### src/pgm_pkg.sv
// ======================================
// Program memory word, address and write
// request types shared by the loader blocks.
// ======================================

package pgm_pkg;

	// One instruction word
	typedef logic [15:0] pgm_word_t;

	// Full word address as held in the counter registers.
	// The memory itself only decodes the low bits.
	typedef logic [15:0] pgm_full_addr_t;

	// Pending write into program memory
	typedef struct packed {
		pgm_full_addr_t addr;
		pgm_word_t      data;
	} pgm_write_t;

endpackage

### src/pgm_write_queue.sv
// ======================================
// Circular FIFO of program-word writes.
// Four-phase receiver towards the register
// block, four-phase sender towards memory.
// ======================================

module pgm_write_queue #(
	parameter int  QUEUE_DEPTH = 4,
	parameter type pgm_queue_t = pgm_pkg::pgm_write_t
) (
	input  logic       core_clk,
	input  logic       core_rst,
	input  logic       wr_req,
	output logic       wr_ack,
	input  pgm_queue_t wr_item,
	output logic       mem_req,
	input  logic       mem_ack,
	output pgm_queue_t mem_item,
	output logic       queue_idle
);

	localparam int PTR_WIDTH = (QUEUE_DEPTH > 1) ? $clog2(QUEUE_DEPTH) : 1;

	pgm_queue_t           entries [QUEUE_DEPTH];
	logic [PTR_WIDTH-1:0] wr_ptr;
	logic [PTR_WIDTH-1:0] rd_ptr;
	logic [PTR_WIDTH:0]   count;
	logic                 full;
	logic                 empty;
	logic                 push;
	logic                 pop;

	assign full = (count == QUEUE_DEPTH);
	assign empty = (count == '0);

	// New request seen while ack is still low
	assign push = wr_req && !wr_ack && !full;
	// Ack seen while req still up, so once per handshake
	assign pop = mem_req && mem_ack;

	assign mem_item = entries[rd_ptr];
	assign queue_idle = empty && !wr_req && !mem_req;

	always_ff @(posedge core_clk)
	begin
		if (push)
			entries[wr_ptr] <= wr_item;
	end

	always_ff @(posedge core_clk)
	begin
		if (core_rst)
		begin
			wr_ptr <= '0;
			rd_ptr <= '0;
			count <= '0;
			wr_ack <= 1'b0;
			mem_req <= 1'b0;
		end
		else
		begin
			if (push)
			begin
				wr_ptr <= wr_ptr + 1'b1;  // Wraps, depth is a power of two
				wr_ack <= 1'b1;
			end
			else if (!wr_req)
				wr_ack <= 1'b0;

			if (pop)
			begin
				rd_ptr <= rd_ptr + 1'b1;
				mem_req <= 1'b0;
			end
			else if (!mem_req && !mem_ack && !empty)
				mem_req <= 1'b1;  // Link idle and data waiting

			count <= count + push - pop;
		end
	end

	// Occupancy never passes the depth, so no push landed on a full FIFO
	a_no_push_full: assert property (@(posedge core_clk) disable iff (core_rst)
		count <= QUEUE_DEPTH);

endmodule

### config.mk
export PLATFORM = sky130hd
export DESIGN_NAME = pgm_write_queue
export DESIGN_NICKNAME = d
export VERILOG_FILES = /design/src/pgm_pkg.sv /design/src/pgm_write_queue.sv
export SDC_FILE = /design/constraint.sdc
export NUM_CORES = 1
export LEC_CHECK = 0
export BUFFER_PORTS_ARGS = -buffer_cell sky130_fd_sc_hd__buf_4
export CAP_MARGIN = 20
export CORE_UTILIZATION = 52
export CTS_CLUSTER_DIAMETER = 200
export DETAILED_ROUTE_END_ITERATION = 6
export PLACE_DENSITY = 0.73
export SLEW_MARGIN = 20
export SYNTH_ARGS = -nofsm -noshare
export SYNTH_HDL_FRONTEND = slang
export SYNTH_SLANG_ARGS = --single-unit
### constraint.sdc
create_clock -name core_clk -period 3.33 [get_ports core_clk]
set_input_delay 0.4995 -clock core_clk [delete_from_list [all_inputs] [get_ports core_clk]]
set_output_delay 0.4995 -clock core_clk [all_outputs]
set_load 0.005 [all_outputs]
# After elaboration in Yosys (flattened, before gate mapping)
# Memory sizes are Yosys's and may differ from the RTL's. A register that Yosys moved wholly into a read port is not among the register bits.
# Cells that the tools add are included.
# op_classes
eq_ne	2
n_reduce_logical	15
n_mux	6
add_sub_neg	4
# ops
op	n
1-bit logical AND	7
1-bit logical NOT	6
2-bit by 1-bit adder with 2-bit output, second input constant	2
1-bit two-way mux	4
2-bit two-way mux	2
3-bit by 1-bit adder with 3-bit output	1
3-bit equality test, second input constant	1
3-bit logical NOT	1
3-bit by 1-bit subtractor with 3-bit output	1
2-bit by 1-bit inequality test with 1-bit output, second input constant	1
2-bit OR reduction	1
# word_totals
mem_count	1
ff_bits	9
ram_bits	128
# mem_list
name	depth	word_bits	read_ports	rd_ports_with_merged_regs	wr	line_no	source
entries	4	32	1	1	1	pgm_write_queue.sv:24	pgm_queue_t entries [QUEUE_DEPTH];

# Depth between registers and ports, before layout
# depth
ltp_word	5
ltp_mapped	12

# Worst setup path before layout
# Ideal clock, no wire load.
# synth_timing
kind	reg-to-reg
startpoint	register count[1]
endpoint	register count[2]
n_path_buf	1
path_slack_ns	0.965
path_stages_with_launch	13
t_arrival_ns	2.287
setup_time_ns	0.078
cell_sequence	dfxtp_1 -> or3b_1 -> and3b_1 -> buf_6 -> inv_1 -> ha_1 -> inv_1 -> ha_1 -> inv_1 -> fa_1 -> xor2_1 -> and2_2 -> nor3_1
# synth_via
elab_chain_cells	5
# synth_lines
element	line_no	source
from (decl)	pgm_write_queue.sv:27	logic [PTR_WIDTH:0] count;
from (signal assigned)	pgm_write_queue.sv:78	count <= count + push - pop;
3-bit equality test	pgm_write_queue.sv:33	assign full = (count == QUEUE_DEPTH);
1-bit logical NOT	pgm_write_queue.sv:37	assign push = wr_req && !wr_ack && !full;
1-bit logical AND	pgm_write_queue.sv:37	
3-bit by 1-bit adder with 3-bit output (*)	pgm_write_queue.sv:78	
3-bit by 1-bit subtractor with 3-bit output (*)	pgm_write_queue.sv:78	
# Every way passes the cells marked *; elsewhere a longest branch is shown, timed or not.
# A chain may end at the register's enable or synchronous reset.

==> summary.txt <==
CTS
  • Gates resized, CTS repair: 0
  • CTS sink count: 139
  • # H-tree levels: 4
  • Post-CTS setup buffers: 0
  • Clock latency on the worst-skew pair: 0.50 ns
  • Clk slew on worst S/H paths: 0.06 ns
  • Max clock buf depth: 2
  • Root Buffer: clkbuf_8
  • CTS tree: built
  • Hold Buf Count CTS: 0
  • CTS buffer count: 17

Timing
  • Fin crit period: 2.77 ns
  • Tightest Pin Transition: 0.888 ns
  • Final setup viols: 0
  • Max frequency: 361 MHz
  • Final WS setup: 0.560 ns
  • Final Max Tran Viols: 0
  • Setup TNS: 0 ns
  • Clk_skew: 0.00879 ns
  • Final hold vios: 0
  • Period utilization: 83.2%
  • RSZ-0062 raised after global routing: false
  • Slew headroom: 40.8%

Yosys
  • Synth Area per Inst: 23.2 um2
  • Ys Warns: 0
  • Post-synth EDFFs: 128
  • Area leader, netlist: edfxtp_1
  • Seq/Total Area, Yosys: 79.0%
  • Unique cell type count in the Yosys netlist: 25
  • Synth Cell Area: 5140 um2
  • Top post-synthesis cells by area: edfxtp_1 75%, mux4_2 14%, dfxtp_1 4.3%, ha_1 1.5%, nor2_1 0.66%
  • Synth top area share: 74.8%
  • Post-synthesis register bit count: 139
  • Syn_nets: 265
  • Ys flop type: edfxtp_1
  • Asr flop ratio synth: 0%
  • Syn Inst Count: 222

Die
  • Io pins: 71
  • Core box area: 9420 um2
  • Initial Utilization: 54.6%
  • Die width: 101 um
  • Row count: 35
  • Chip height: 101 um
  • Die ar.: 10300 um2

Final layout
  • Antenna Cells: 0
  • # nets final: 347
  • Number of fill cells: 605
  • Layout cells sized above 1: 44.9%
  • Synth-to-Final Area Change: 23.5%

Power
  • Worst VDD drop: 417 uV
  • Leakage power: 2.20 nW
  • P per Cell Area: 696 nW/um2

Global route
  • Number of global-route vias before repair: 2486
  • Antenna violations before repair: 0
  • Largest net degree at the start of global routing: 33
  • Total GRT Usage: 17.7%
  • First-pass GRT wire length: 12.6 mm
  • GRT Residual Overflow: 0

Drt
  • Drt first pass iters: 4
  • Vias per cell: 5.31
  • DRT iter0 DRCs: 106
  • Post-DRT Antenna Nets: 0
  • DRC violations left: 0
  • Final wirelength: 8.09 mm
  • Avg WL per Cell: 18.2 um
  • Detailed-route via count: 2361

Critical path
  • Crit end category: primary output
  • WS Path Type: flip-flop to primary output
  • Cells along the critical path: buf_4, mux4_2, buf_4
  • CP max stage cell: dfxtp_2
  • Startpoint types: flip-flop
  • Worst Path Arrival: 2.27 ns
  • Most used cell, CP: buf_4
  • WP data required: 2.83 ns
  • Crit Path Max Fanout: 17
  • Crit-path max cell delay: 0.72 ns

Place
  • Final HPWL DP: 4.80 mm
  • Final GP Congestion: 0.743
  • Setup slack after placement: 0.845 ns
  • Port Buffers: 70

Job
  • Number of max-cap violations: 0

Outcome
  • Outcome: finished clean

Hold path
  • Worst hold path type: input port to flip-flop
==> cell families after synthesis <==
kind of cell / count (synthesis) / share of synthesized area, %
flip-flops: 139 / 79.0
multiplexers: 34 / 14.5
AND/OR/NAND/NOR: 25 / 2.82
buffers and inverters: 14 / 1.27
adder cells (fa/ha/maj): 7 / 1.85
XOR/XNOR: 3 / 0.511
==> synthesized netlist by cell type, types with 3 or more instances <==
library cell,instances
and2_1,3
and2_2,3
buf_2,4
dfxtp_1,11
edfxtp_1,128
ha_1,6
inv_1,5
mux4_2,32
nor2_1,9
==> per-stage QoR <==
stage               area, um2  cells  hold slack, ns  power, mW  util, %
floorplan                5140    222           0.481       2.48        -
global placement         5800    414           0.496       2.75     61.6
detailed placement       5800    414           0.506       2.76     61.6
CTS                      6350    445           0.141       4.47     67.4
global route             6350    445           0.133       4.60     67.4
finish                   6350    445           0.164       4.42     67.4
==> registers in the layout, indices dropped and copies added, names as in the netlist, named ones only <==
signal / cells
mem_req: 1
wr_ack: 1
wr_ptr: 2
rd_ptr: 2
entries: 128
count: 3
==> worst max-delay path, delay by kind of cell (launching register included) <==
kind / cells / cell delay (ns)
muxes: 1 / 0.54
DFF: 1 / 0.72
buffers and inverters: 2 / 0.49
==> where the power goes <==
part,total (mW),internal (mW),switching (mW)
Clock,1.71,1.05,0.659
Combinational,0.559,0.317,0.243
Sequential,2.15,2.09,0.0640
==> path summary, 6_finish.rpt <==
path	start	endpoint	slack, ns	depth (start not counted)
worst min register to register	count[2]$_SDFF_PP0_	count[2]$_SDFF_PP0_	0.51	2
worst max register to register	count[1]$_SDFF_PP0_	count[2]$_SDFF_PP0_	0.85	11
worst max-delay path	flip-flop	mem_item[31]	0.56	3
worst min-delay path	mem_ack	mem_req$_SDFFE_PP0P_	0.16	2
==> cell usage in the layout, fill, tap and decap left out, types with 2 or more instances in the layout <==
master     count
and2_2         5
buf_4         72
bufinv_16      2
clkbuf_16     16
clkinv_2       6
clkinv_4       2
dfxtp_1        9
dfxtp_2        2
edfxtp_1     128
ha_1           6
inv_1          5
mux4_2        32
nand2b_1       2
nor2_1         9
nor3b_1        2
xor2_1         2
==> metal layers <==
layer  part of all wire (%)  GRT usage, %  vias to the layer above
met3                    4.5          6.63                       10
met1                     43          22.3                     1219
li1                       -             -                     1072
met4                    1.2          7.02                        0
met5                      0             0                        -
met2                     51          28.2                       60
==> final cells by class <==
type	count	area (um2)	share of cell area [%]
Inverter	5	18.8	0.296
Clock buffer	18	418	6.58
Tap cell	129	161	2.54
Timing Repair Buffer	72	541	8.52
Clock inverter	13	128	2.01
Sequential cell	139	4070	64.1
Multi-Input combinational cell	69	1010	16.0
Power figures use the tool's default switching activity.
