$ cat src/pgm_pkg.sv
// ======================================
// Program memory word, address and write
// request types shared by the loader blocks.
// ======================================

package pgm_pkg;

	// One instruction word
	typedef logic [15:0] pgm_word_t;

	// Full word address as held in the counter registers.
	// The memory itself only decodes the low bits.
	typedef logic [15:0] pgm_full_addr_t;

	// Pending write into program memory
	typedef struct packed {
		pgm_full_addr_t addr;
		pgm_word_t      data;
	} pgm_write_t;

endpackage

$ cat src/io_map_pkg.sv
// ======================================
// IO bus request type and the boot register
// window map. Address offsets and status bit
// positions are used by the register block.
// ======================================

package io_map_pkg;

	// IO bus request as driven by the core side
	typedef struct packed {
		logic [7:0] addr;
		logic [7:0] wdata;
		logic       wr;
		logic       rd;
	} io_bus_t;

	// Window covers every address with the top five bits set
	localparam logic [7:0] boot_reg_base = 8'hF8;

	// Offsets inside the window
	localparam logic [2:0] f_cnt_l_off   = 3'd3;  // Word address low
	localparam logic [2:0] f_cnt_h_off   = 3'd4;  // Word address high
	localparam logic [2:0] f_data_l_off  = 3'd5;
	localparam logic [2:0] f_data_h_off  = 3'd6;  // Commits the word
	localparam logic [2:0] boot_stat_off = 3'd7;

	// Boot status bits
	localparam int stat_pgm_wr_en_bit = 3;  // Programming mode
	localparam int stat_io_rst_bit    = 4;
	localparam int stat_overrun_bit   = 5;  // Sticky, cleared by a status write

endpackage
$ cat src/boot_ctrl_regs.sv
// ======================================
// Boot register window on the IO bus. Collects
// address and data bytes, and a data-high write
// in programming mode hands one word to the
// write queue over a four-phase req/ack link.
// ======================================

module boot_ctrl_regs (
	input  logic                 core_clk,
	input  logic                 core_rst,
	input  io_map_pkg::io_bus_t  io_bus,
	output logic [7:0]           io_rdata,
	output logic                 io_rst,
	output logic                 fetch_block,
	output logic                 wr_req,
	input  logic                 wr_ack,
	output pgm_pkg::pgm_write_t  wr_item,
	output logic                 slot_busy
);

	typedef enum logic [1:0] {
		slot_empty,
		slot_loaded,
		slot_req,
		slot_drain
	} slot_state_t;

	slot_state_t slot_state;
	logic [7:0]  f_cnt_l;
	logic [7:0]  f_cnt_h;
	logic [7:0]  f_data_l;
	logic [7:0]  boot_stat;
	logic        win_hit;
	logic [2:0]  win_off;
	logic        win_wr;
	logic        data_h_wr;
	logic        pgm_accept;

	assign win_hit = (io_bus.addr & io_map_pkg::boot_reg_base) == io_map_pkg::boot_reg_base;
	assign win_off = io_bus.addr[2:0];
	assign win_wr = io_bus.wr && win_hit;

	// Data-high only counts in programming mode
	assign data_h_wr = win_wr && (win_off == io_map_pkg::f_data_h_off) && fetch_block;
	assign pgm_accept = data_h_wr && !slot_busy;

	assign fetch_block = boot_stat[io_map_pkg::stat_pgm_wr_en_bit];
	assign io_rst = core_rst | boot_stat[io_map_pkg::stat_io_rst_bit];
	assign slot_busy = (slot_state != slot_empty);
	assign wr_req = (slot_state == slot_req);

	// Counter and status registers
	always_ff @(posedge core_clk)
	begin
		if (core_rst)
		begin
			f_cnt_l <= '0;
			f_cnt_h <= '0;
			boot_stat <= '0;
		end
		else if (win_wr)
		begin
			case (win_off)
				io_map_pkg::f_cnt_l_off: f_cnt_l <= io_bus.wdata;
				io_map_pkg::f_cnt_h_off: f_cnt_h <= io_bus.wdata;
				io_map_pkg::f_data_h_off:
				begin
					if (pgm_accept)
						{f_cnt_h, f_cnt_l} <= {f_cnt_h, f_cnt_l} + 16'd1;
					else if (data_h_wr)
						boot_stat[io_map_pkg::stat_overrun_bit] <= 1'b1;  // Slot still busy
				end
				io_map_pkg::boot_stat_off:
					boot_stat <= io_bus.wdata & ~(8'd1 << io_map_pkg::stat_overrun_bit);
				default: ;
			endcase
		end
	end

	always_ff @(posedge core_clk)
	begin
		if (win_wr && (win_off == io_map_pkg::f_data_l_off))
			f_data_l <= io_bus.wdata;
	end

	// Slot payload, high byte taken straight from the bus
	always_ff @(posedge core_clk)
	begin
		if (pgm_accept)
		begin
			wr_item.addr <= {f_cnt_h, f_cnt_l};
			wr_item.data <= {io_bus.wdata, f_data_l};
		end
	end

	// Four-phase sender for the one-entry slot
	always_ff @(posedge core_clk)
	begin
		if (core_rst)
			slot_state <= slot_empty;
		else
		begin
			case (slot_state)
				slot_empty: if (pgm_accept) slot_state <= slot_loaded;
				slot_loaded: slot_state <= slot_req;
				slot_req: if (wr_ack) slot_state <= slot_drain;  // Drop req
				slot_drain: if (!wr_ack) slot_state <= slot_empty;
				default: slot_state <= slot_empty;
			endcase
		end
	end

	// Readback of counter and status only
	always_comb
	begin
		io_rdata = 8'h00;
		if (io_bus.rd && win_hit)
		begin
			case (win_off)
				io_map_pkg::f_cnt_l_off: io_rdata = f_cnt_l;
				io_map_pkg::f_cnt_h_off: io_rdata = f_cnt_h;
				io_map_pkg::boot_stat_off: io_rdata = boot_stat;
				default: io_rdata = 8'h00;
			endcase
		end
	end

	// Item held steady for the whole request phase
	a_item_stable: assert property (@(posedge core_clk) disable iff (core_rst)
		wr_req |=> (!wr_req || $stable(wr_item)));

endmodule

$ cat config.mk
export PLATFORM = sky130hd
export DESIGN_NAME = boot_ctrl_regs
export DESIGN_NICKNAME = d
export VERILOG_FILES = /design/src/pgm_pkg.sv /design/src/io_map_pkg.sv /design/src/boot_ctrl_regs.sv
export SDC_FILE = /design/constraint.sdc
export NUM_CORES = 1
export LEC_CHECK = 0
export BUFFER_PORTS_ARGS = -buffer_cell sky130_fd_sc_hd__buf_2
export CORE_MARGIN = 8
export CORE_UTILIZATION = 55
export CTS_CLUSTER_SIZE = 28
export DETAILED_ROUTE_END_ITERATION = 10
export PLACE_DENSITY = 0.8
export SYNTH_ARGS = -nofsm -noshare
export SYNTH_HDL_FRONTEND = slang
export SYNTH_SLANG_ARGS = --single-unit
export TNS_END_PERCENT = 10
$ cat constraint.sdc
create_clock -name core_clk -period 7.3 [get_ports core_clk]
set_input_delay 1.095 -clock core_clk [delete_from_list [all_inputs] [get_ports core_clk]]
set_output_delay 1.095 -clock core_clk [all_outputs]
set_load 0.01 [all_outputs]
**After elaboration in Yosys (flattened, before gate mapping)**

Cells that the tools add are included.

- Reduce and logical (&&, ||, !) cells: 17
- Bitwise gates (word level): 1
- Mux-type cells: 13
- Eq/ne operators: 15
- Add/sub/neg operators: 1

Operators by type and width:

| cell | count |
|---|---|
| one-hot mux 8 bit (2 select lines) | 2 |
| 2-to-1 mux 8 bit | 3 |
| one-hot mux 8 bit (3 select lines) | 1 |
| adder 16 x 1 -> 16 bit (second input constant) | 1 |
| equality test 3 bit (second input constant) | 4 |
| != test 2 bit (second input constant) | 5 |
| AND reduction 3 bit | 3 |
| one-hot mux 2 bit (4 select lines) | 1 |
| nonzero test 2 bit | 4 |
| logical AND 1 bit | 6 |
| 2-to-1 mux 2 bit | 3 |
| equality test 5 bit (second input constant) | 1 |
| equality test 2 bit (second input constant) | 2 |
| AND reduction 4 bit | 1 |
| equality test 3 x 2 -> 1 bit (second input constant) | 1 |
| equality test 2 x 1 -> 1 bit (second input constant) | 1 |
| zero test 2 bit | 1 |
| 2-to-1 mux 1 bit | 2 |
| != test 2 x 1 -> 1 bit (second input constant) | 1 |
| one-hot mux 1 bit (2 select lines) | 1 |
| AND reduction 2 bit | 1 |
| zero test 1 bit | 1 |
| bitwise OR 1 bit | 1 |

- Register bits after elaboration: 66
- Logic and storage cells: 55
- Output and inout port bits: 44
- Bits of input ports: 21

**Depth between registers and ports, before layout**

- Word-level depth: 7
- Depth in mapped cells: 7

**Least setup slack after synthesis**

Ideal clock, no wire load.

- Kind: in2reg
- Start point: in io_bus[11] (netlist name)
- End point: reg wr_item[0] (netlist name), enable pin
- Data arrival time: 4.785 ns
- Stages: 4
- Setup slack: 2.013 ns
- Path through: buf_2 nand3b_1 clkbuf_1 nor4_1

- Cells in the longest elaborated chain, start to end: 4

RTL lines:

| item | RTL line | text |
|---|---|---|
| start, declared | boot_ctrl_regs.sv:11 | `input io_map_pkg::io_bus_t io_bus,` |
| equality test 3 bit | boot_ctrl_regs.sv:44 | `assign data_h_wr = win_wr && (win_off == io_map_pkg::f_data_h_off) && fetch_block;` |
| logical AND 1 bit (2 in a row) | boot_ctrl_regs.sv:44 |  |
| logical AND 1 bit | boot_ctrl_regs.sv:45 | `assign pgm_accept = data_h_wr && !slot_busy;` |
| net pgm_accept | boot_ctrl_regs.sv:37 | `logic pgm_accept;` |
| end, declared | boot_ctrl_regs.sv:17 | `output pgm_pkg::pgm_write_t wr_item,` |

The timed path passes the listed nets, and every way through them passes these cells.
A chain may end at the register's enable or synchronous reset.

**Final worst setup path**

- Start point: in io_bus[11] (netlist name)
- End point: out io_rdata[3]

- Cells in the longest elaborated chain, start to end: 3

RTL lines:

| item | RTL line | text |
|---|---|---|
| equality test 3 bit / equality test 3 x 2 -> 1 bit (equally long branches) | boot_ctrl_regs.sv:119 | `case (win_off)` |
| one-hot mux 8 bit (3 select lines) (*) | boot_ctrl_regs.sv:119 |  |
| 2-to-1 mux 8 bit (*) | boot_ctrl_regs.sv:117 | `if (io_bus.rd && win_hit)` |
| end, declared | boot_ctrl_regs.sv:12 | `output logic [7:0] io_rdata,` |

Mark *: on every way between the ends. The rest lies on a longest branch, timed or not.

==> impl_metrics.env <==
export IMPL_crit_path_start="io_bus[11]"
export IMPL_portBuffers=64
export IMPL_antenna_found_initial=0
export IMPL_netlist_instances=278
export IMPL_final_nets=364
export IMPL_diodes=0
export IMPL_grt_first_pass_wirelength_um=12700
export IMPL_cts_buffers=9
export IMPL_post_dp_hpwl_um=5760
export IMPL_critPathArrivalTime_ns=2.67
export IMPL_overflow=0
export IMPL_synth_nets=304
export IMPL_drc=0
export IMPL_dr_pass1_iters=6
export IMPL_fin_tns_setup_ns=0
export IMPL_synthesis_area_sq_um=3070
export IMPL_synth_edff_count=40
export IMPL_hold_worst_slack_ns=0.423
export IMPL_path_clk_slew_ns=0.07
export IMPL_r2r_end="f_cnt_h[2]$_SDFFE_PP0P_"
export IMPL_r2r_start="slot_state[0]$_SDFFE_PP0P_"
export IMPL_cts_htree_levels=3
export IMPL_seqPwrFrac_pct=51.7
export IMPL_rrSetupSlack_ns=5.25
export IMPL_rows=27
export IMPL_preCtsSetupSlack_ns=3.61
export IMPL_maxCapViolCount=0
export IMPL_fin_util_pct=67.1
export IMPL_root_buffer="clkbuf_8"
export IMPL_synth_most_common_cell="edfxtp_1"
export IMPL_synth_distinct_cells=53
export IMPL_async_flop_share_pct=0
export IMPL_switching_power_uw=155
export IMPL_grt_max_degree=29
export IMPL_setup_violations=0
export IMPL_place_gp_congestion=0.941
export IMPL_slew_headroom_pct=30.5
export IMPL_finalMaxSlewViolations=0
export IMPL_io_pins=65
export IMPL_clk_latency_ns=0.34
export IMPL_die_area_sq_um=8230
export IMPL_swShare_pct=20.5
export IMPL_ctsResizeCount=0
export IMPL_fin_crit_ns=3.77
export IMPL_ys_ff_latch=66
export IMPL_min_period_over_period_pct=51.6
export IMPL_pwr_share_clk_pct=44.1
export IMPL_worstSetupPathType="input pin to output port"
export IMPL_drt_antenna_violating_nets=0
export IMPL_synthTopCellsByArea="edfxtp_1 (39%), dfxtp_1 (17%), mux2i_1 (3.3%)"
export IMPL_synthTopCellsByCount="edfxtp_1 (40), dfxtp_1 (26), nor2_1 (23), nand2_1 (15)"
export IMPL_worst_pin_slew_ns=1.04
export IMPL_initial_core_util_pct=56.5
export IMPL_max_freq_mhz=266
export IMPL_critPathCapture="io_rdata[3]"
export IMPL_synth_area_leader_cell="edfxtp_1"
export IMPL_combPwrFrac_pct=4.2
export IMPL_cts_sinks=66
export IMPL_drive_gt1_share_pct=26.2
export IMPL_outcome="finished, final reports clean"
export IMPL_wl_per_cell_um=19.2
export IMPL_wl_um=7970
export IMPL_post_cts_setup_buffers=0
export IMPL_crit_path_end_kind="output port"
export IMPL_crit_fanout=13
export IMPL_synth_top_area_share_pct=39.1
export IMPL_clock_path_buffers=2
export IMPL_synth_flop_cell="edfxtp_1"
export IMPL_ir_worst_vdd_mv=0.186
export IMPL_cp_start_kind="input pin"
export IMPL_final_hold_viol_count=0
export IMPL_viasPerCell=6.21
export IMPL_p_int_uw=603
export IMPL_hp_class="flip-flop to flip-flop"
export IMPL_cts_tree="done"
export IMPL_syn_to_final_growth_pct=18.9
export IMPL_reg2regPathDepth=6
export IMPL_yosysWarnings=0
export IMPL_power_density_nw_per_um2=208
export IMPL_grt_use_total_pct=19.4
export IMPL_holdBufCountCts=0
export IMPL_worst_slack_ns=3.53
export IMPL_route_vias_total=2578
export IMPL_cellLeakagePower_nw=1.44
export IMPL_fillers=449
export IMPL_fin_skew_ns=0.00785
export IMPL_ys_seq_area_share_pct=56.1
export IMPL_fp_dieH_um=90.7
export IMPL_drt_iter0_drc=254
export IMPL_worst_ep_required_time_ns=6.20
export IMPL_coreArea_sq_um=5440
export IMPL_grt_setup_unrepaired="false"
export IMPL_grt_pass1_vias=2475
export IMPL_syn_avg_cell_area_sq_um=11.0
export IMPL_die_x_um=90.7
[worst min path at each step]
| stage | startpoint | endpoint | slack, ns | cells after the start |
|---|---|---|---|---|
| 2_1_floorplan | f_data_l[0]$_DFFE_PP_ | wr_item[0]$_DFFE_PP_ | 0.40 | 0 |
| 3_3_place_gp | f_data_l[1]$_DFFE_PP_ | wr_item[1]$_DFFE_PP_ | 0.40 | 0 |
| 3_5_place_dp | f_data_l[7]$_DFFE_PP_ | wr_item[7]$_DFFE_PP_ | 0.41 | 0 |
| 4_1_cts | f_data_l[7]$_DFFE_PP_ | wr_item[7]$_DFFE_PP_ | 0.42 | 0 |
| 6_report | f_data_l[7]$_DFFE_PP_ | wr_item[7]$_DFFE_PP_ | 0.42 | 0 |
| 5_1_grt | f_data_l[0]$_DFFE_PP_ | wr_item[0]$_DFFE_PP_ | 0.44 | 0 |
[power groups by stage]
stage | clock network, mW | logic, mW | registers (mW)
4_1_cts | 0.339 | 0.0310 | 0.392
3_3_place_gp | 0 | 0.0301 | 0.401
2_1_floorplan | 0 | 0.0187 | 0.401
6_report | 0.335 | 0.0318 | 0.393
3_5_place_dp | 0 | 0.0310 | 0.401
5_1_grt | 0.355 | 0.0343 | 0.392
[cells by family after synthesis]
kind of cell             synth area share, %
multiplexers                            3.99
AO/OA/AOI/OAI                           17.4
adder cells (fa/ha/maj)                 2.04
buffers and inverters                   3.50
flip-flops                              56.1
AND/OR/NAND/NOR                         17.0
[critical path, stage by stage]
cell     delay (ns)
buf_2          0.21
and2_1         0.38
nor2b_1        0.53
a22oi_1        0.18
nor2_1         0.12
buf_2          0.15
[routing by layer]
layer  part of all wire [%]  global-route usage, %
met5                      0                      0
met4                    3.2                   11.1
met3                    8.0                   4.90
met2                     49                   31.2
met1                     40                   23.1
[sequential cells by signal, indices dropped and copies added, names as in the netlist]
signal and flops:
f_cnt_h 8, f_data_l 8, slot_state 2, f_cnt_l 8
boot_stat 8, wr_item 32
[cell type report]
| class | count | area, sq um | area share (%) |
|---|---|---|---|
| tap | 72 | 90.1 | 2.47 |
| sequential | 66 | 1720 | 47.1 |
| clock inverter | 5 | 77.6 | 2.12 |
| inverter | 6 | 22.5 | 0.617 |
| timing repair buffer | 68 | 350 | 9.59 |
| clock buffer | 11 | 141 | 3.87 |
| multi-input combinational | 187 | 1250 | 34.2 |
[stage by stage]
stage	cell area (sq um)	instances	total power, mW
after floorplan	3070	278	0.419
after global placement	3430	399	0.431
after detailed placement	3430	399	0.432
after CTS	3650	415	0.762
after global routing	3650	415	0.781
final	3650	415	0.759
[placed cells by master (no fill, tap or decap), drive strengths merged, types with 5 or more instances in the layout]
| cell | count |
|---|---|
| a21oi | 14 |
| a22o | 8 |
| a22oi | 8 |
| and2 | 8 |
| buf | 68 |
| clkbuf | 11 |
| dfxtp | 26 |
| edfxtp | 40 |
| ha | 5 |
| inv | 6 |
| mux2i | 10 |
| nand2 | 16 |
| nand3 | 8 |
| nand4 | 7 |
| nor2 | 23 |
| nor4 | 6 |
| o21ai | 14 |
Note: power is estimated with default switching activity, not from simulation.
